<file path="config.mk">
export PLATFORM = sky130hd
export DESIGN_NAME = scan_top
export DESIGN_NICKNAME = d
export VERILOG_FILES = /design/src/i2c_scan_pkg.sv /design/src/i2c_master.sv /design/src/i2c_probe.sv /design/src/i2c_scan.sv /design/src/scan_top.sv /design/src/uart_tx.sv
export SDC_FILE = /design/constraint.sdc
export NUM_CORES = 1
export LEC_CHECK = 0
export ABC_AREA = 1
export ABC_CLOCK_PERIOD_IN_PS = 1900
export BUFFER_PORTS_ARGS = -buffer_cell sky130_fd_sc_hd__buf_2
export CORE_ASPECT_RATIO = 0.5
export CORE_UTILIZATION = 55
export DETAILED_ROUTE_END_ITERATION = 7
export MAX_ROUTING_LAYER = met4
export PLACE_DENSITY = 0.76
export SLEW_MARGIN = 20
export SYNTH_ARGS = -nofsm -noshare
export SYNTH_HDL_FRONTEND = slang
export SYNTH_SLANG_ARGS = --single-unit
</file>
<file path="constraint.sdc">
create_clock -name clk_g -period 1.9 [get_ports clk_g]
set_clock_uncertainty 0.2 [all_clocks]
set_input_delay 0.19 -clock clk_g [delete_from_list [all_inputs] [get_ports clk_g]]
set_output_delay 0.19 -clock clk_g [all_outputs]
set_load 0.005 [all_outputs]
</file>
<file path="src/i2c_scan_pkg.sv">
package i2c_scan_pkg;

    // ======================================================================
    // Dividers and periods, small values for simulation
    // ======================================================================
    localparam int I2C_QUARTER_DIV = 5;                      // Clocks per quarter SCL period
    localparam int I2C_QCNT_W      = $clog2(I2C_QUARTER_DIV);
    localparam int UART_BIT_DIV    = 16;                     // Clocks per UART bit
    localparam int UART_CNT_W      = $clog2(UART_BIT_DIV);
    localparam int TRIG_PERIOD     = 40000;                  // Longer than one full scan
    localparam int TRIG_CNT_W      = $clog2(TRIG_PERIOD);
    localparam int SYNC_STAGES     = 4;                      // Enable synchronizer depth

    // Probed 7-bit address window, reserved ranges skipped
    localparam logic [6:0] SCAN_ADDR_FIRST = 7'h08;
    localparam logic [6:0] SCAN_ADDR_LAST  = 7'h77;

    // Report characters
    localparam logic [7:0] CHAR_SPACE  = 8'h20;
    localparam logic [7:0] CHAR_CR     = 8'h0D;
    localparam logic [7:0] CHAR_LF     = 8'h0A;
    localparam logic [7:0] CHAR_DIGIT0 = 8'h30;              // '0'
    localparam logic [7:0] CHAR_HEX_A  = 8'h41;              // 'A'

    // ======================================================================
    // FSM encodings
    // ======================================================================
    localparam logic [1:0] MST_IDLE  = 2'd0;                 // Bit engine
    localparam logic [1:0] MST_START = 2'd1;
    localparam logic [1:0] MST_WRITE = 2'd2;
    localparam logic [1:0] MST_STOP  = 2'd3;

    localparam logic [1:0] PRB_IDLE  = 2'd0;                 // Prober
    localparam logic [1:0] PRB_START = 2'd1;
    localparam logic [1:0] PRB_WRITE = 2'd2;
    localparam logic [1:0] PRB_STOP  = 2'd3;

    localparam logic [2:0] SCN_IDLE  = 3'd0;                 // Scanner
    localparam logic [2:0] SCN_PROBE = 3'd1;
    localparam logic [2:0] SCN_WAIT  = 3'd2;
    localparam logic [2:0] SCN_HI    = 3'd3;
    localparam logic [2:0] SCN_LO    = 3'd4;
    localparam logic [2:0] SCN_SP    = 3'd5;
    localparam logic [2:0] SCN_CR    = 3'd6;
    localparam logic [2:0] SCN_LF    = 3'd7;

endpackage

</file>
<file path="src/i2c_master.sv">
module i2c_master
    import i2c_scan_pkg::*;
(
    input  logic       clk_g,
    input  logic       rst,
    input  logic       scl_i,
    input  logic       sda_i,
    input  logic       cmd_start_i,
    input  logic       cmd_write_i,
    input  logic       cmd_stop_i,
    input  logic [7:0] cmd_data_i,
    output logic       scl_oe_o,
    output logic       sda_oe_o,
    output logic       cmd_done_o,
    output logic       cmd_ack_o
);

    logic [I2C_QCNT_W-1:0] qcnt;      // Quarter divider
    logic [1:0]            phase;
    logic [1:0]            qtr;       // Quarter within current bit
    logic [3:0]            bit_cnt;   // 0..7 data, 8 is ack
    logic [8:0]            shreg;     // Data byte plus released ack slot
    logic                  ack_smp;
    logic                  stall;
    logic                  tick;
    logic                  last_qtr;
    logic [1:0]            new_phase;

    // Target holding SCL low while we have released it
    assign stall    = ~scl_oe_o & ~scl_i;
    assign tick     = (phase != MST_IDLE) && (qcnt == '0) && !stall;
    assign last_qtr = (qtr == 2'd3) && ((phase != MST_WRITE) || (bit_cnt == 4'd8));

    always_comb begin
        if (cmd_start_i)      new_phase = MST_START;
        else if (cmd_write_i) new_phase = MST_WRITE;
        else if (cmd_stop_i)  new_phase = MST_STOP;
        else                  new_phase = MST_IDLE;
    end

    // Line drive per quarter, {scl_oe, sda_oe}
    function automatic logic [1:0] drive_f(input logic [1:0] ph, input logic [1:0] q,
                                           input logic b);
        logic [1:0] oe;
        case (ph)
            MST_START: oe = {q == 2'd3, q != 2'd0};             // SDA falls while SCL high
            MST_WRITE: oe = {(q == 2'd0) || (q == 2'd3), ~b};   // SCL high in q1, q2
            MST_STOP:  oe = {q == 2'd0, ~q[1]};                 // SDA rises while SCL high
            default:   oe = 2'b00;
        endcase
        return oe;
    endfunction

    // ======================================================================
    // Phase FSM
    // ======================================================================
    always_ff @(posedge clk_g) begin
        if (rst) begin
            phase      <= MST_IDLE;
            qtr        <= 2'd0;
            bit_cnt    <= 4'd0;
            qcnt       <= '0;
            ack_smp    <= 1'b0;
            scl_oe_o   <= 1'b0;
            sda_oe_o   <= 1'b0;
            cmd_done_o <= 1'b0;
            cmd_ack_o  <= 1'b0;
        end else begin
            cmd_done_o <= 1'b0;
            cmd_ack_o  <= 1'b0;
            if (phase == MST_IDLE) begin
                if (new_phase != MST_IDLE) begin
                    phase   <= new_phase;
                    qtr     <= 2'd0;
                    bit_cnt <= 4'd0;
                    qcnt    <= I2C_QCNT_W'(I2C_QUARTER_DIV - 1);
                    {scl_oe_o, sda_oe_o} <= drive_f(new_phase, 2'd0, cmd_data_i[7]);
                end
            end else if (tick) begin
                qcnt <= I2C_QCNT_W'(I2C_QUARTER_DIV - 1);
                // Mid SCL high on ninth bit
                if ((phase == MST_WRITE) && (qtr == 2'd1) && (bit_cnt == 4'd8)) begin
                    ack_smp <= ~sda_i;
                end
                if (last_qtr) begin
                    phase      <= MST_IDLE;                     // Lines keep q3 drive
                    cmd_done_o <= 1'b1;
                    cmd_ack_o  <= (phase == MST_WRITE) && ack_smp;
                end else if (qtr == 2'd3) begin
                    qtr     <= 2'd0;
                    bit_cnt <= bit_cnt + 4'd1;
                    {scl_oe_o, sda_oe_o} <= drive_f(phase, 2'd0, shreg[7]);
                end else begin
                    qtr <= qtr + 2'd1;
                    {scl_oe_o, sda_oe_o} <= drive_f(phase, qtr + 2'd1, shreg[8]);
                end
            end else if (!stall) begin
                qcnt <= qcnt - 1'b1;
            end
        end
    end

    // Shift register, MSB first, ones fill the ack slot
    always_ff @(posedge clk_g) begin
        if ((phase == MST_IDLE) && cmd_write_i) begin
            shreg <= {cmd_data_i, 1'b1};
        end else if (tick && (qtr == 2'd3)) begin
            shreg <= {shreg[7:0], 1'b1};
        end
    end

    // Done is a single-cycle pulse
    assert property (@(posedge clk_g) disable iff (rst) cmd_done_o |=> !cmd_done_o);

    // Prober never overlaps commands
    assert property (@(posedge clk_g) disable iff (rst)
        $onehot0({cmd_start_i, cmd_write_i, cmd_stop_i}));

endmodule

</file>
<file path="src/i2c_probe.sv">
module i2c_probe
    import i2c_scan_pkg::*;
(
    input  logic       clk_g,
    input  logic       rst,
    input  logic       scl_i,
    input  logic       sda_i,
    input  logic       probe_start_i,
    input  logic [6:0] probe_addr_i,
    output logic       scl_oe_o,
    output logic       sda_oe_o,
    output logic       probe_done_o,
    output logic       probe_found_o
);

    logic [1:0] state;
    logic       cmd_start;
    logic       cmd_write;
    logic       cmd_stop;
    logic [7:0] cmd_data;      // Address byte, R/W = 0
    logic       cmd_done;
    logic       cmd_ack;
    logic       found;

    i2c_master u_master (
        .clk_g       (clk_g),
        .rst         (rst),
        .scl_i       (scl_i),
        .sda_i       (sda_i),
        .cmd_start_i (cmd_start),
        .cmd_write_i (cmd_write),
        .cmd_stop_i  (cmd_stop),
        .cmd_data_i  (cmd_data),
        .scl_oe_o    (scl_oe_o),
        .sda_oe_o    (sda_oe_o),
        .cmd_done_o  (cmd_done),
        .cmd_ack_o   (cmd_ack)
    );

    // START, address write, STOP; each step waits for done
    always_ff @(posedge clk_g) begin
        if (rst) begin
            state         <= PRB_IDLE;
            cmd_start     <= 1'b0;
            cmd_write     <= 1'b0;
            cmd_stop      <= 1'b0;
            probe_done_o  <= 1'b0;
            probe_found_o <= 1'b0;
        end else begin
            cmd_start     <= 1'b0;                    // Strobes default low
            cmd_write     <= 1'b0;
            cmd_stop      <= 1'b0;
            probe_done_o  <= 1'b0;
            probe_found_o <= 1'b0;
            case (state)
                PRB_IDLE:  if (probe_start_i) begin
                    cmd_start <= 1'b1;
                    state     <= PRB_START;
                end
                PRB_START: if (cmd_done) begin
                    cmd_write <= 1'b1;
                    state     <= PRB_WRITE;
                end
                PRB_WRITE: if (cmd_done) begin
                    cmd_stop <= 1'b1;                 // STOP whether acked or not
                    state    <= PRB_STOP;
                end
                default:   if (cmd_done) begin
                    probe_done_o  <= 1'b1;
                    probe_found_o <= found;
                    state         <= PRB_IDLE;
                end
            endcase
        end
    end

    // Payload, no reset
    always_ff @(posedge clk_g) begin
        if ((state == PRB_IDLE) && probe_start_i) cmd_data <= {probe_addr_i, 1'b0};
        if ((state == PRB_WRITE) && cmd_done)     found    <= cmd_ack;
    end

    // Scanner waits for probe_done before the next address
    assert property (@(posedge clk_g) disable iff (rst) probe_start_i |-> state == PRB_IDLE);

endmodule

</file>
<file path="src/i2c_scan.sv">
module i2c_scan
    import i2c_scan_pkg::*;
(
    input  logic clk_g,
    input  logic rst,
    input  logic start_i,
    input  logic scl_i,
    input  logic sda_i,
    output logic scl_oe_o,
    output logic sda_oe_o,
    output logic tx_o,
    output logic busy_o
);

    logic [2:0] state;
    logic [6:0] addr;           // Address under probe
    logic       last_addr;
    logic       probe_start;
    logic       probe_done;
    logic       probe_found;
    logic       tx_valid;
    logic [7:0] tx_data;
    logic       tx_ready;
    logic       emit;           // State wants to send a byte

    i2c_probe u_probe (
        .clk_g         (clk_g),
        .rst           (rst),
        .scl_i         (scl_i),
        .sda_i         (sda_i),
        .probe_start_i (probe_start),
        .probe_addr_i  (addr),
        .scl_oe_o      (scl_oe_o),
        .sda_oe_o      (sda_oe_o),
        .probe_done_o  (probe_done),
        .probe_found_o (probe_found)
    );

    uart_tx u_uart (
        .clk_g      (clk_g),
        .rst        (rst),
        .tx_valid_i (tx_valid),
        .tx_data_i  (tx_data),
        .tx_o       (tx_o),
        .tx_ready_o (tx_ready)
    );

    // Nibble to upper-case ASCII hex
    function automatic logic [7:0] hex_f(input logic [3:0] nib);
        logic [7:0] code;
        if (nib < 4'd10) code = CHAR_DIGIT0 + {4'd0, nib};
        else             code = CHAR_HEX_A + {4'd0, nib} - 8'd10;
        return code;
    endfunction

    assign last_addr   = (addr == SCAN_ADDR_LAST);
    assign probe_start = (state == SCN_PROBE);          // One cycle per address
    assign emit        = (state == SCN_HI) || (state == SCN_LO) || (state == SCN_SP) ||
                         (state == SCN_CR) || (state == SCN_LF);
    assign tx_valid    = emit && tx_ready;              // Stall on back-pressure

    always_comb begin
        case (state)
            SCN_HI:  tx_data = hex_f({1'b0, addr[6:4]});
            SCN_LO:  tx_data = hex_f(addr[3:0]);
            SCN_SP:  tx_data = CHAR_SPACE;
            SCN_CR:  tx_data = CHAR_CR;
            SCN_LF:  tx_data = CHAR_LF;
            default: tx_data = 8'h00;
        endcase
    end

    // ======================================================================
    // Scan sequence
    // ======================================================================
    always_ff @(posedge clk_g) begin
        if (rst) begin
            state  <= SCN_IDLE;
            addr   <= SCAN_ADDR_FIRST;
            busy_o <= 1'b0;
        end else begin
            case (state)
                SCN_IDLE:  if (start_i && !busy_o) begin
                    busy_o <= 1'b1;
                    addr   <= SCAN_ADDR_FIRST;
                    state  <= SCN_PROBE;
                end
                SCN_PROBE: state <= SCN_WAIT;
                SCN_WAIT:  if (probe_done) begin
                    if (probe_found)    state <= SCN_HI;   // Report this address
                    else if (last_addr) state <= SCN_CR;
                    else begin
                        addr  <= addr + 7'd1;
                        state <= SCN_PROBE;
                    end
                end
                SCN_HI:    if (tx_valid) state <= SCN_LO;
                SCN_LO:    if (tx_valid) state <= SCN_SP;
                SCN_SP:    if (tx_valid) begin
                    if (last_addr) state <= SCN_CR;
                    else begin
                        addr  <= addr + 7'd1;
                        state <= SCN_PROBE;
                    end
                end
                SCN_CR:    if (tx_valid) state <= SCN_LF;
                default:   if (tx_valid) begin             // LF accepted, scan over
                    busy_o <= 1'b0;
                    state  <= SCN_IDLE;
                end
            endcase
        end
    end

    // Each accepted byte makes the transmitter busy next cycle
    assert property (@(posedge clk_g) disable iff (rst) tx_valid |=> !tx_ready);

endmodule

</file>
<file path="src/scan_top.sv">
module scan_top
    import i2c_scan_pkg::*;
(
    input  logic clk_g,
    input  logic rst,
    input  logic scan_en_i,
    input  logic scl_i,
    input  logic sda_i,
    output logic scl_oe_o,
    output logic sda_oe_o,
    output logic tx_o,
    output logic busy_o
);

    logic [SYNC_STAGES-1:0] en_sync;   // Enters at MSB, read at bit 0
    logic [TRIG_CNT_W-1:0]  trig_cnt;
    logic                   trig;

    // ======================================================================
    // Enable synchronizer and trigger generator
    // ======================================================================
    always_ff @(posedge clk_g) begin
        if (rst) en_sync <= '0;
        else     en_sync <= {scan_en_i, en_sync[SYNC_STAGES-1:1]};
    end

    always_ff @(posedge clk_g) begin
        if (rst)       trig_cnt <= TRIG_CNT_W'(TRIG_PERIOD - 1);
        else if (trig) trig_cnt <= TRIG_CNT_W'(TRIG_PERIOD - 1);   // Reload
        else           trig_cnt <= trig_cnt - 1'b1;
    end

    assign trig = (trig_cnt == '0);                                 // One cycle per period

    i2c_scan u_scan (
        .clk_g    (clk_g),
        .rst      (rst),
        .start_i  (trig & en_sync[0]),
        .scl_i    (scl_i),
        .sda_i    (sda_i),
        .scl_oe_o (scl_oe_o),
        .sda_oe_o (sda_oe_o),
        .tx_o     (tx_o),
        .busy_o   (busy_o)
    );

endmodule

</file>
<file path="src/uart_tx.sv">
module uart_tx
    import i2c_scan_pkg::*;
(
    input  logic       clk_g,
    input  logic       rst,
    input  logic       tx_valid_i,
    input  logic [7:0] tx_data_i,
    output logic       tx_o,
    output logic       tx_ready_o
);

    logic [UART_CNT_W-1:0] bcnt;       // Bit time
    logic [3:0]            bits_left;  // Start, 8 data, stop
    logic [9:0]            shreg;

    assign tx_o = shreg[0];            // Idle line reads 1

    always_ff @(posedge clk_g) begin
        if (rst) begin
            shreg      <= '1;
            bcnt       <= '0;
            bits_left  <= 4'd0;
            tx_ready_o <= 1'b1;
        end else if (tx_ready_o) begin
            if (tx_valid_i) begin
                shreg      <= {1'b1, tx_data_i, 1'b0};   // Stop, data LSB first, start
                bcnt       <= UART_CNT_W'(UART_BIT_DIV - 1);
                bits_left  <= 4'd10;
                tx_ready_o <= 1'b0;
            end
        end else if (bcnt == '0) begin
            // End of one bit time
            shreg     <= {1'b1, shreg[9:1]};
            bcnt      <= UART_CNT_W'(UART_BIT_DIV - 1);
            bits_left <= bits_left - 4'd1;
            if (bits_left == 4'd1) begin
                tx_ready_o <= 1'b1;                      // Stop bit done
            end
        end else begin
            bcnt <= bcnt - 1'b1;
        end
    end

endmodule
</file>
==> summary.md, run 1 <==
| Metric | Value |
|---|---|
| Status | finished clean |
| Largest net degree at the start of global routing | 25 |
| Critical path data arrival time | 1.83 ns |
| Non-Filler Instances | 719 |
| Simple-gate share of the synthesized area | 26.6% |
| Vias in the first global route | 3468 |
| Core area | around 0.0075 mm^2 |
| Synth unique cells | 43 |
| Die height | roughly 65 um |
| Number of enable flip-flop cells after synthesis | 16 |
| Grt ovf | 0 |
| Layout area overhead | 15.8% |
| Clk_lat worst skew | 0.34 ns |
| Register area share after synthesis | between 40% and 50% |
| PwrDens | 1380 mW/mm^2 |
| Die Footprint | around 0.0083 mm^2 |
| Post-route antenna net violation count | 0 |
| R2R cell count | 8 |
| Slew at the pin closest to its max-slew limit | a little under 0.4 ns |
| RSZ-0062 raised after global routing | true |
| Area contributors post-synth | dfxtp_1 (33%), edfxtp_1 (11%), nand2_1 (9.5%), inv_1 (6.3%), ha_1 (5.4%) |
| Crit path launch type | flop |
| Synth Area in Compound Gates | 12.5% |
| Worst r2r src | u_scan.u_probe.u_master.qtr[0]$_SDFFE_PP0P_ |
| Clk slew on worst S/H paths | 0.06 ns |
| Total CTS buffers | 9 |
| Area share of xor/xnor cells in the synthesized design | ~1.8% |
| Syn nets | 590 |
| CTS tree | built |
| Crit end category | flop |
| Total wire length | 9060 um |
| Final period utilization | a little over nine tenths |
| DRT Pass-1 Iters | 5 |
| Slew Viols, Final | 0 |
| Initial antenna violation count | 0 |
| Final setup margin | ~0.098 ns |
| Hold Startpoint | rst |
| Avg WL per Cell | roughly 13 um |
| Global-route usage over all layers | 24.7% |
| DP Wirelength | around 6400 um |
| Mapped Area | between 0.004 and 0.005 mm^2 |
| FF-to-FF End | u_scan.u_probe.u_master.sda_oe_o$_SDFFE_PP0P_ |
| H-tree depth | 3 |
| Port Buffer Count | 8 |
| Row cnt | 22 |
| Critical Path RT | 1.92 ns |
| Placed cell count | 697 |
| DRC violations left | 0 |
| Max rail drop VDD | approximately 670 uV |
| # setup viols final | 0 |
| Root buffer cell | clkbuf_16 |
| Vias after detailed routing | roughly 3.7k |
| Post-Synth Adder-Cell Area | under 10% |
| Largest family of logic cells by synthesized area | simple AND/OR/NAND/NOR gates |
| Post-synthesis mux area share | 1.55% |
| Cells after Synth | between 500 and 600 |
| Setup TNS | 0 ns |
| Die W | roughly 130 um |
| Final Hold Fails | 0 |
| Synth Register Bits | between 80 and 90 |
| Area leader, netlist | dfxtp_1 |
| Hold Crit Depth | 3 |
| Most frequent cells after synthesis | nand2_1 (111), inv_1 (73), dfxtp_1 (72) |
| Final instance area | ~0.0051 mm^2 |
| Max Clock Freq | 0.555 GHz |
| Clock buffer depth | 2 |
| Vias per inst | about 5.2 |
| I/O pin cnt | 9 |
| Min cycle time layout | around 1.8 ns |
| First-pass GRT wire length | between 15000 and 20000 um |
| Post-synth top area share | between 30% and 40% |
| Initial Util | 58.1% |
| Top-count cell post-synth | nand2_1 |
| Layout cells sized above 1 | 14.9% |
| Slew margin rel. | between 70% and 80% |
| Synth Warn # | 0 |
| HP Class | primary input to flop |
| Worst Hold End | u_scan.addr[6]$_SDFFE_PP0P_ |
| CP Class | flop to flop |
| Placed inst area | around 0.0047 mm^2 |
| Crit-path max FO | 7 |
| MaxCap Viol Count | 0 |
| Top FF cell, synth | dfxtp_1 |
| CTS sink cnt | a little under 90 |
| Setup Slack @ Placement | ~0.053 ns |
| Layout Nets | 630 |
| Reg2Reg Setup Slack | 0.1 ns |
| Mapped Avg Cell Area | a little under 8 um^2 |
| Antenna cell count | 0 |
| Async S/R FF share, synth | 0% |
| Leak | 2.18 nW |
| Routability cong. | about 0.89 |
| Initial DRC count | 308 |
power breakdown:
part | internal [W] | switching (W) | total, W
logic | 0.00106 | 0.00178 | 0.00284
registers | 0.00228 | 0.000275 | 0.00255
clock network | 0.000918 | 0.000684 | 0.00160
total | 0.00426 | 0.00274 | 0.00700
routing by layer:
layer,up-vias,part of all wire [%],global-route usage [%]
li1,1939,-,-
met1,1698,48,30.2
met2,83,45,39.7
met3,15,5.1,6.69
met4,0,1.3,8.68
met5,-,0,-
worst max-delay path by stage:
stage,from,endpoint,slack (ns),depth (start not counted)
global placement,u_scan.addr[0]$_SDFFE_PP0P_,u_scan.addr[1]$_SDFFE_PP0P_,0.12,10
finish,u_scan.u_probe.u_master.qtr[0]$_SDFFE_PP0P_,u_scan.u_probe.u_master.sda_oe_o$_SDFFE_PP0P_,0.1,8
CTS,u_scan.addr[0]$_SDFFE_PP0P_,u_scan.addr[1]$_SDFFE_PP0P_,0.04,10
floorplan,u_scan.u_probe.u_master.phase[1]$_SDFFE_PP0P_,u_scan.u_probe.u_master.shreg[1]$_SDFFCE_PP0P_,0.03,5
global route,u_scan.u_probe.u_master.bit_cnt[0]$_SDFFE_PP0P_,u_scan.u_probe.u_master.bit_cnt[2]$_SDFFE_PP0P_,-0.09,9
detailed placement,u_scan.addr[0]$_SDFFE_PP0P_,u_scan.addr[1]$_SDFFE_PP0P_,0.05,10
flip-flops by register name, summed over array words and instances (netlist names), 2 cells and up:
register                         flops
u_scan.addr                          7
u_scan.u_probe.u_master.qcnt         3
u_scan.u_probe.cmd_data              7
u_scan.u_probe.u_master.qtr          2
u_scan.u_probe.u_master.bit_cnt      4
u_scan.u_uart.bits_left              4
u_scan.u_probe.u_master.shreg        8
u_scan.u_probe.state                 2
u_scan.u_uart.shreg                  9
u_scan.u_uart.bcnt                   4
trig_cnt                            16
u_scan.u_probe.u_master.phase        2
en_sync                              4
u_scan.state                         3
critical path, stage by stage (launching register included):
cell and delay [ns]:
dfxtp_1 0.41, ha_1 0.23, inv_1 0.08, a21oi_1 0.15, nand2_1 0.12, nand2_1 0.20
inv_1 0.09, o21ai_0 0.15, nor2_1 0.06
layout make-up:
| cell class | count | area, um^2 |
|---|---|---|
| Fill cell | 605 | 2460 |
| Multi-Input combinational cell | 387 | 2130 |
| Sequential cell | 88 | 1930 |
| Inverter | 81 | 304 |
| Timing Repair Buffer | 39 | 290 |
| Clock buffer | 13 | 250 |
| Tap cell | 108 | 135 |
| Clock inverter | 3 | 17.5 |
logic make-up (layout without fill, tap and decap cells):
family,after synthesis,after routing
muxes,6,6
DFF,88,88
xor gates and xnor gates,9,9
AOI/OAI and AO/OA,98,98
and+or+nand+nor,254,255
adders and majority gates,19,19
buffers and inverters,92,136
repair_timing:
| item | in CTS | in global routing |
|---|---|---|
| hold buffers | 2 | 0 |
| setup buffers | 0 | 3 |
| endpoints found under the hold margin | 2 | 0 |
| endpoints found under the setup margin | 0 | 26 |
| gates resized for setup | 0 | 12 |
cell usage in the layout (no fill, tap or decap), types with 4 or more instances in the layout:
| cell type | count |
|---|---|
| nand2_1 | 110 |
| inv_1 | 73 |
| dfxtp_1 | 69 |
| nor2_1 | 60 |
| a21oi_1 | 36 |
| nand3_1 | 36 |
| o21ai_0 | 35 |
| buf_4 | 28 |
| ha_1 | 18 |
| edfxtp_1 | 16 |
| nand4_1 | 12 |
| nor3_1 | 12 |
| clkbuf_16 | 9 |
| inv_2 | 8 |
| buf_2 | 8 |
| mux2_2 | 6 |
| o21ai_1 | 6 |
| xor2_1 | 6 |
| nand2_4 | 5 |
| nand2_2 | 4 |
| o211ai_1 | 4 |
| a31oi_1 | 4 |
metrics by stage:
stage               utilization (%)  power (W)  hold slack, ns
floorplan                         -    0.00450          0.0796
global placement               62.4    0.00509           0.166
detailed placement             62.4    0.00516           0.173
CTS                            66.2    0.00679          0.0680
global route                   67.3    0.00753          0.0839
finish                         67.3    0.00700          0.0780
(Power assumes the default switching activity.)
==> run 2: changes to the inputs <==
--- a/config.mk
+++ b/config.mk
@@ -7,7 +7,7 @@
 export LEC_CHECK = 0
 export ABC_AREA = 1
 export ABC_CLOCK_PERIOD_IN_PS = 1900
-export BUFFER_PORTS_ARGS = -buffer_cell sky130_fd_sc_hd__buf_2
+export BUFFER_PORTS_ARGS = -buffer_cell sky130_fd_sc_hd__buf_4
 export CORE_ASPECT_RATIO = 0.5
 export CORE_UTILIZATION = 55
 export DETAILED_ROUTE_END_ITERATION = 7
==> run 2 against run 1 <==
Against the previous run: register-to-register slack better by 0.03 ns; non-clock buffer count is 1 higher; global-route usage is 0.77 points lower; die area stayed put; setup slack better by 0.032 ns; fmax is 1.8% higher; critical path depth is 2 higher; flip-flop and latch count stayed put; routed wire length is 1.3% lower; combinational power is 1% lower; worst hold slack better by 0.093 ns; sequential share of layout area is 0.28 points lower; largest cell class unchanged.
==> summary.md, run 2 (synthesized netlist as in run 1, its figures left out) <==
| Metric | Value |
|---|---|
| DRT Pass-1 Iters | 4 |
| Crit path cell chain | ha_4 > nand3_2 > nor2_4 > nor2_1 > nor2_2 > nor2_8 > nand3_4 > nand2_1 > nand2_1 > nor2_1 |
| Switching share of power | slightly below 40% |
| Non-Filler Instances | around 720 |
| Layout cells sized above 1 | between 10 and 15% |
| Die W | around 130 um |
| Antenna cell count | 0 |
| Comb power frac | ~40% |
| CP max stage delay | between 0.3 and 0.4 ns |
| Global-route usage over all layers | a little under a quarter |
| Flop pwr share | a little over a third |
| Slew Viols, Final | 0 |
| Leak | around 2.2 nW |
| Max FFs per register | 16 |
| Critical Path RT | between 1.5 and 2 ns |
| Max Clock Freq | between 0.5 and 0.6 GHz |
| Layout area overhead | 16.6% |
| CTS tree | built |
| Final period utilization | roughly 93% |
| Max rail drop VDD | approximately 790 uV |
| Initial antenna violation count | 0 |
| Clock Power Share | between 20% and 30% |
| Clk_lat worst skew | ~0.34 ns |
| Critical path data arrival time | around 1.8 ns |
| Placed inst area | around 0.0047 mm^2 |
| DP Wirelength | about 6000 um |
| Layout Nets | 630 |
| Status | finished clean |
| CTS sink cnt | 88 |
| Largest net degree at the start of global routing | 25 |
| CP Class | flop to flop |
| Core area | roughly 0.0075 mm^2 |
| Crit-path max FO | 8 |
| Cell family contributing the most delay on the critical path | simple AND/OR/NAND/NOR gates |
| Initial DRC count | around 320 |
| PwrDens | roughly 1400 mW/mm^2 |
| Fill count | 610 |
| Min cycle time layout | approximately 1.8 ns |
| WP buf/inv | 0 |
| Final instance area | 0.00509 mm^2 |
| Vias after detailed routing | around 3.7k |
| Crit path launch type | flop |
| Int Pwr | ~0.0043 W |
| H-tree depth | 3 |
| Register area | 0.00193 mm^2 |
| Port Buffer Count | 8 |
| Slowest stage cell, crit path | dfxtp_1 |
| Crit end category | flop |
| Total CTS buffers | 9 |
| Clk slew on worst S/H paths | ~0.060 ns |
| I/O pin cnt | 9 |
| Grt ovf | 0 |
| Final Util | 67.8% |
| DRC violations left | 0 |
| Die height | ~65 um |
| Clock buffer depth | 2 |
| First-pass GRT wire length | between 10000 and 15000 um |
| HP Class | primary input to flop |
| Routability cong. | 0.916 |
| Leading cell type in the layout, fill and taps excluded | nand2_1 |
| Final Hold Fails | 0 |
| MaxCap Viol Count | 0 |
| RSZ-0062 raised after global routing | true |
| Die Footprint | 0.00832 mm^2 |
| Slew at the pin closest to its max-slew limit | just over 0.4 ns |
| Avg WL per Cell | roughly 12 um |
| Most frequent cells in the layout | nand2_1 (110), inv_1 (73), dfxtp_1 (69), nor2_1 (60) |
| R2R cell count | 10 |
| Vias per inst | ~5.1 |
| Placed cell count | slightly below 700 |
| Crit path depth | 10 |
| Hold Crit Depth | 5 |
| Switch Pwr | ~0.0027 W |
| Root buffer cell | clkbuf_16 |
| Slew margin rel. | between 70% and 80% |
| Vias in the first global route | approximately 3.3k |
| # setup viols final | 0 |
| Reg2Reg Setup Slack | ~0.13 ns |
| Largest register by flop count | trig_cnt |
| Post-route antenna net violation count | 0 |
| Largest regs | trig_cnt x16, u_scan.u_uart.shreg x9, u_scan.u_probe.u_master.shreg x8 |
| Initial Util | 58.1% |
| Total wire length | 8940 um |
| Multi-input logic area | ~0.0021 mm^2 |
| Row cnt | 22 |
==> run 2: worst min-delay path, stage by stage <==
cell	delay, ns
buf_4	0.11
inv_1	0.05
nand2_1	0.07
nand4_1	0.15
nor3_1	0.09
==> run 2: repair_timing <==
action | CTS | global route
resized for setup | 0 | 14
hold buffers | 4 | 0
setup endpoints to repair | 0 | 16
endpoints found under the hold margin | 13 | 0
setup buffers | 0 | 3
==> run 2: area by class of cell <==
cell class                      count  area share, %
Clock inverter                      3          0.319
Multi-Input combinational cell    386           42.0
Inverter                           81           5.97
Timing Repair Buffer               40           6.09
Clock buffer                       13           5.11
Sequential cell                    88           37.9
Tap cell                          108           2.65
==> run 2: path summary, 6_finish.rpt <==
kind,to,startpoint
hold / removal,u_scan.u_probe.u_master.cmd_done_o$_SDFF_PP0_,scl_i
setup / recovery,u_scan.addr[0]$_SDFFE_PP0P_,u_scan.addr[1]$_SDFFE_PP0P_
setup reg to reg,u_scan.addr[0]$_SDFFE_PP0P_,u_scan.addr[1]$_SDFFE_PP0P_
hold reg to reg,en_sync[1]$_SDFF_PP0_,en_sync[2]$_SDFF_PP0_
==> run 2: metrics by stage <==
stage               power, W  setup TNS (ns)  setup WS (ns)  hold WS (ns)
floorplan            0.00450               0         0.0345        0.0796
global placement     0.00511               0          0.127         0.166
detailed placement   0.00516               0         0.0435         0.177
CTS                  0.00686               0         0.0208         0.159
global route         0.00749         -0.0105        -0.0105         0.195
finish               0.00701               0          0.130         0.171
==> run 2: power groups by stage <==
stage / Clock [W] / Combinational (W) / Sequential (W)
5_1_grt: 0.00176 / 0.00313 / 0.00260
4_1_cts: 0.00169 / 0.00264 / 0.00253
3_3_place_gp: 0 / 0.00255 / 0.00255
6_report: 0.00164 / 0.00280 / 0.00256
2_1_floorplan: 0 / 0.00197 / 0.00253
3_5_place_dp: 0 / 0.00259 / 0.00257
==> run 2: metal layers <==
metal  global-route usage (%)  part of all wire [%]
met4                     11.2                   2.4
met1                     30.0                    50
met3                     6.11                   4.2
met2                     36.5                    43
met5                        -                     0
==> run 3: changes to the inputs <==
--- a/config.mk
+++ b/config.mk
@@ -5,13 +5,11 @@
 export SDC_FILE = /design/constraint.sdc
 export NUM_CORES = 1
 export LEC_CHECK = 0
-export ABC_AREA = 1
 export ABC_CLOCK_PERIOD_IN_PS = 1900
 export BUFFER_PORTS_ARGS = -buffer_cell sky130_fd_sc_hd__buf_4
 export CORE_ASPECT_RATIO = 0.5
 export CORE_UTILIZATION = 55
 export DETAILED_ROUTE_END_ITERATION = 7
-export MAX_ROUTING_LAYER = met4
 export PLACE_DENSITY = 0.76
 export SLEW_MARGIN = 20
 export SYNTH_ARGS = -nofsm -noshare
==> run 3 against run 2 <==
Against the previous run: the run now ends with setup timing left; first-iteration DRC count shrank 24%; cell count shrank 5.7%; design area grew 12%; flip-flop and latch count is the same; setup slack lost 0.72 ns; via count grew 4.3%; routed wire length grew 16%; combinational power shrank 78%; sequential power shrank 22%; clock-buffer cell count shrank 4; utilization grew 9.0 points; sequential share of layout area shrank 4.2 points.
==> summary.md, run 3 <==
| Metric | Value |
|---|---|
| Status | complete, but fails checks |
| Failing checks | setup timing |
| I/O pin cnt | 9 |
| Die height | around 65 um |
| Synth Register Bits | ~90 |
| Multi-input logic area | ~0.0025 mm^2 |
| Fill count | between 400 and 500 |
| Leak | 2.20 nW |
| Critical Path RT | a little under 2 ns |
| Initial antenna violation count | 0 |
| Largest register by flop count | trig_cnt |
| Area contributors post-synth | dfxtp_1 (33%), edfxtp_1 (11%), ha_1 (5.5%), a21oi_1 (3.7%), nand2_1 (3.7%) |
| Syn nets | around 500 |
| Most frequent cells after synthesis | dfxtp_1 (72), nand2_1 (42), nor2_1 (41) |
| H-tree depth | 3 |
| Slew margin rel. | a little over half |
| Post-route antenna net violation count | 0 |
| Post-synth top area share | 33.4% |
| Layout area overhead | 32.7% |
| Core area | 0.00746 mm^2 |
| CTS sink cnt | 88 |
| Min cycle time layout | around 2.5 ns |
| Crit-path max FO | 6 |
| Slew at the pin closest to its max-slew limit | roughly 0.70 ns |
| Vias per inst | around 5.7 |
| WHS | 0.185 ns |
| DRT Pass-1 Iters | 5 |
| CP startpoint | trig_cnt[1]$_SDFF_PP1_ |
| Register area share after synthesis | between 40% and 50% |
| Max FFs per register | 16 |
| Final Hold Fails | 0 |
| Layout cells sized above 1 | 32.8% |
| Clock buffer depth | 2 |
| Largest regs | trig_cnt x16, u_scan.u_uart.shreg x9, u_scan.u_probe.u_master.shreg x8 |
| Largest net degree at the start of global routing | 32 |
| Initial Util | a little under 60% |
| Vias after detailed routing | just under 4k |
| Clk_lat worst skew | about 0.34 ns |
| Most frequent cells in the layout | buf_4 (94), dfxtp_1 (66), nand2_1 (41), nor2_1 (37), a21oi_1 (28) |
| Synth Warn # | 0 |
| R2R cell count | 7 |
| Root buffer cell | clkbuf_16 |
| Worst r2r src | trig_cnt[1]$_SDFF_PP1_ |
| # setup viols final | 29 |
| Avg WL per Cell | around 15 um |
| First-pass GRT wire length | 16900 um |
| Crit path launch type | flop |
| Final period utilization | 131% |
| Synth unique cells | 64 |
| CP Class | flop to flop |
| Total CTS buffers | 9 |
| Grt ovf | 0 |
| Max Clock Freq | ~0.4 GHz |
| Global-route usage over all layers | a little over a quarter |
| Initial DRC count | 241 |
| Top FF cell, synth | dfxtp_1 |
| FF-to-FF End | u_scan.addr[6]$_SDFFE_PP0P_ |
| Final setup margin | -0.591 ns |
| HP Class | primary input to flop |
| Die Footprint | between 0.008 and 0.009 mm^2 |
| Hold Startpoint | scl_i |
| DP Wirelength | 6560 um |
| Reg2Reg Setup Slack | -0.59 ns |
| PwrDens | about 740 mW/mm^2 |
| Total wire length | between 10000 and 15000 um |
| Critical path data arrival time | about 2.5 ns |
| RSZ-0062 raised after global routing | true |
| Slew Viols, Final | 0 |
| Max rail drop VDD | ~460 uV |
| Async S/R FF share, synth | 0% |
| Mapped Avg Cell Area | just over 9 um^2 |
| Placed cell count | ~650 |
| Mapped Area | ~0.0043 mm^2 |
| Routability cong. | roughly 0.85 |
| Cells after Synth | around 470 |
| Non-Filler Instances | between 600 and 700 |
| Vias in the first global route | approximately 3.7k |
| Crit end category | flop |
| Hold Crit Depth | 6 |
| Row cnt | 22 |
| Antenna cell count | 0 |
| Layout Nets | ~590 |
| Area leader, netlist | dfxtp_1 |
| Worst Hold End | u_scan.u_probe.u_master.qcnt[0]$_SDFFE_PP0P_ |
| Top-count cell post-synth | dfxtp_1 |
| Register area | ~0.0019 mm^2 |
| DRC violations left | 0 |
| Clk slew on worst S/H paths | 0.06 ns |
| Setup Slack @ Placement | -0.651 ns |
| Number of enable flip-flop cells after synthesis | 16 |
| Leading cell type in the layout, fill and taps excluded | buf_4 |
| CTS tree | built |
| Port Buffer Count | 8 |
| Die W | ~130 um |
| MaxCap Viol Count | 0 |
[run 3: cell count changes after synthesis, moves of 6 or more]
cell	delta
nand2_1	-69
inv_1	-49
nand3_1	-28
nor2_1	-20
clkbuf_1	+14
nand4_1	-11
nor2b_1	+11
o21ai_0	-9
inv_2	-8
and3_1	+6
or3_1	+6
[run 3: repair_timing]
item                                   4_1_cts  5_1_grt
pin swaps                                   14       15
endpoints found under the hold margin       12        0
setup buffers                                6        5
setup endpoints to repair                   39       46
hold buffers                                 3        0
gates cloned                                 1        0
resized for setup                           26       30
[run 3: worst max-delay path by stage]
stage | end | cells after the start
after CTS | u_scan.addr[0]$_SDFFE_PP0P_ | 7
after global placement | u_scan.addr[3]$_SDFFE_PP1P_ | 7
after global routing | u_scan.addr[1]$_SDFFE_PP0P_ | 8
after floorplan | u_scan.addr[2]$_SDFFE_PP0P_ | 8
final | u_scan.addr[6]$_SDFFE_PP0P_ | 7
after detailed placement | u_scan.addr[0]$_SDFFE_PP0P_ | 7
[run 3: cell families (layout without fill, tap and decap cells)]
group	Yosys count	in the layout	share of synthesized area [%]
AO/OA/AOI/OAI	119	119	18.6
XOR/XNOR	16	16	3.25
adder cells (fa/ha/maj)	19	19	5.51
buffers and inverters	48	146	4.23
flip-flops	88	88	44.5
multiplexers	9	9	2.29
AND/OR/NAND/NOR	172	173	21.6
[run 3: cell type report]
type | count | share of cell area (%)
clock buffers | 9 | 3.93
inverters | 25 | 1.64
multi-input cells | 336 | 43.0
flip-flops and latches | 88 | 33.7
well taps | 108 | 2.36
repair buffers | 105 | 14.6
clock inverters | 7 | 0.830
[run 3: power breakdown]
part / switching (W) / total [W] / leakage, nW / internal (W)
sequential: 0.0000379 / 0.00200 / 0.729 / 0.00196
combinational: 0.000334 / 0.000620 / 1.34 / 0.000286
clock: 0.000752 / 0.00164 / 0.133 / 0.000885
[run 3: stage by stage]
step | setup TNS (ns) | utilization, % | power (W) | instance area [um^2]
finish | -8.69 | 76.8 | 0.00426 | 5730
global placement | -7.22 | 68.6 | 0.00255 | 5120
detailed placement | -9.03 | 68.6 | 0.00257 | 5120
global route | -10.18 | 76.8 | 0.00441 | 5730
floorplan | -4.30 | - | 0.00238 | 4390
CTS | -7.63 | 74.5 | 0.00423 | 5560
[run 3: critical path, cell delays in order (launching register included)]
cell and delay (ns):
dfxtp_2 0.32, inv_2 0.07, ha_4 0.12, or4b_4 0.46, nor4b_4 0.36, a21oi_4 0.14, or3_4 0.45, o41ai_2 0.27
[run 3: per-layer routing]
layer	up-vias	share of wire (%)	track usage [%]
met1	1840	46	31.4
met4	0	1.3	7.74
met3	15	4.4	7.18
met2	95	48	46.1
li1	1892	-	-
met5	-	0	0
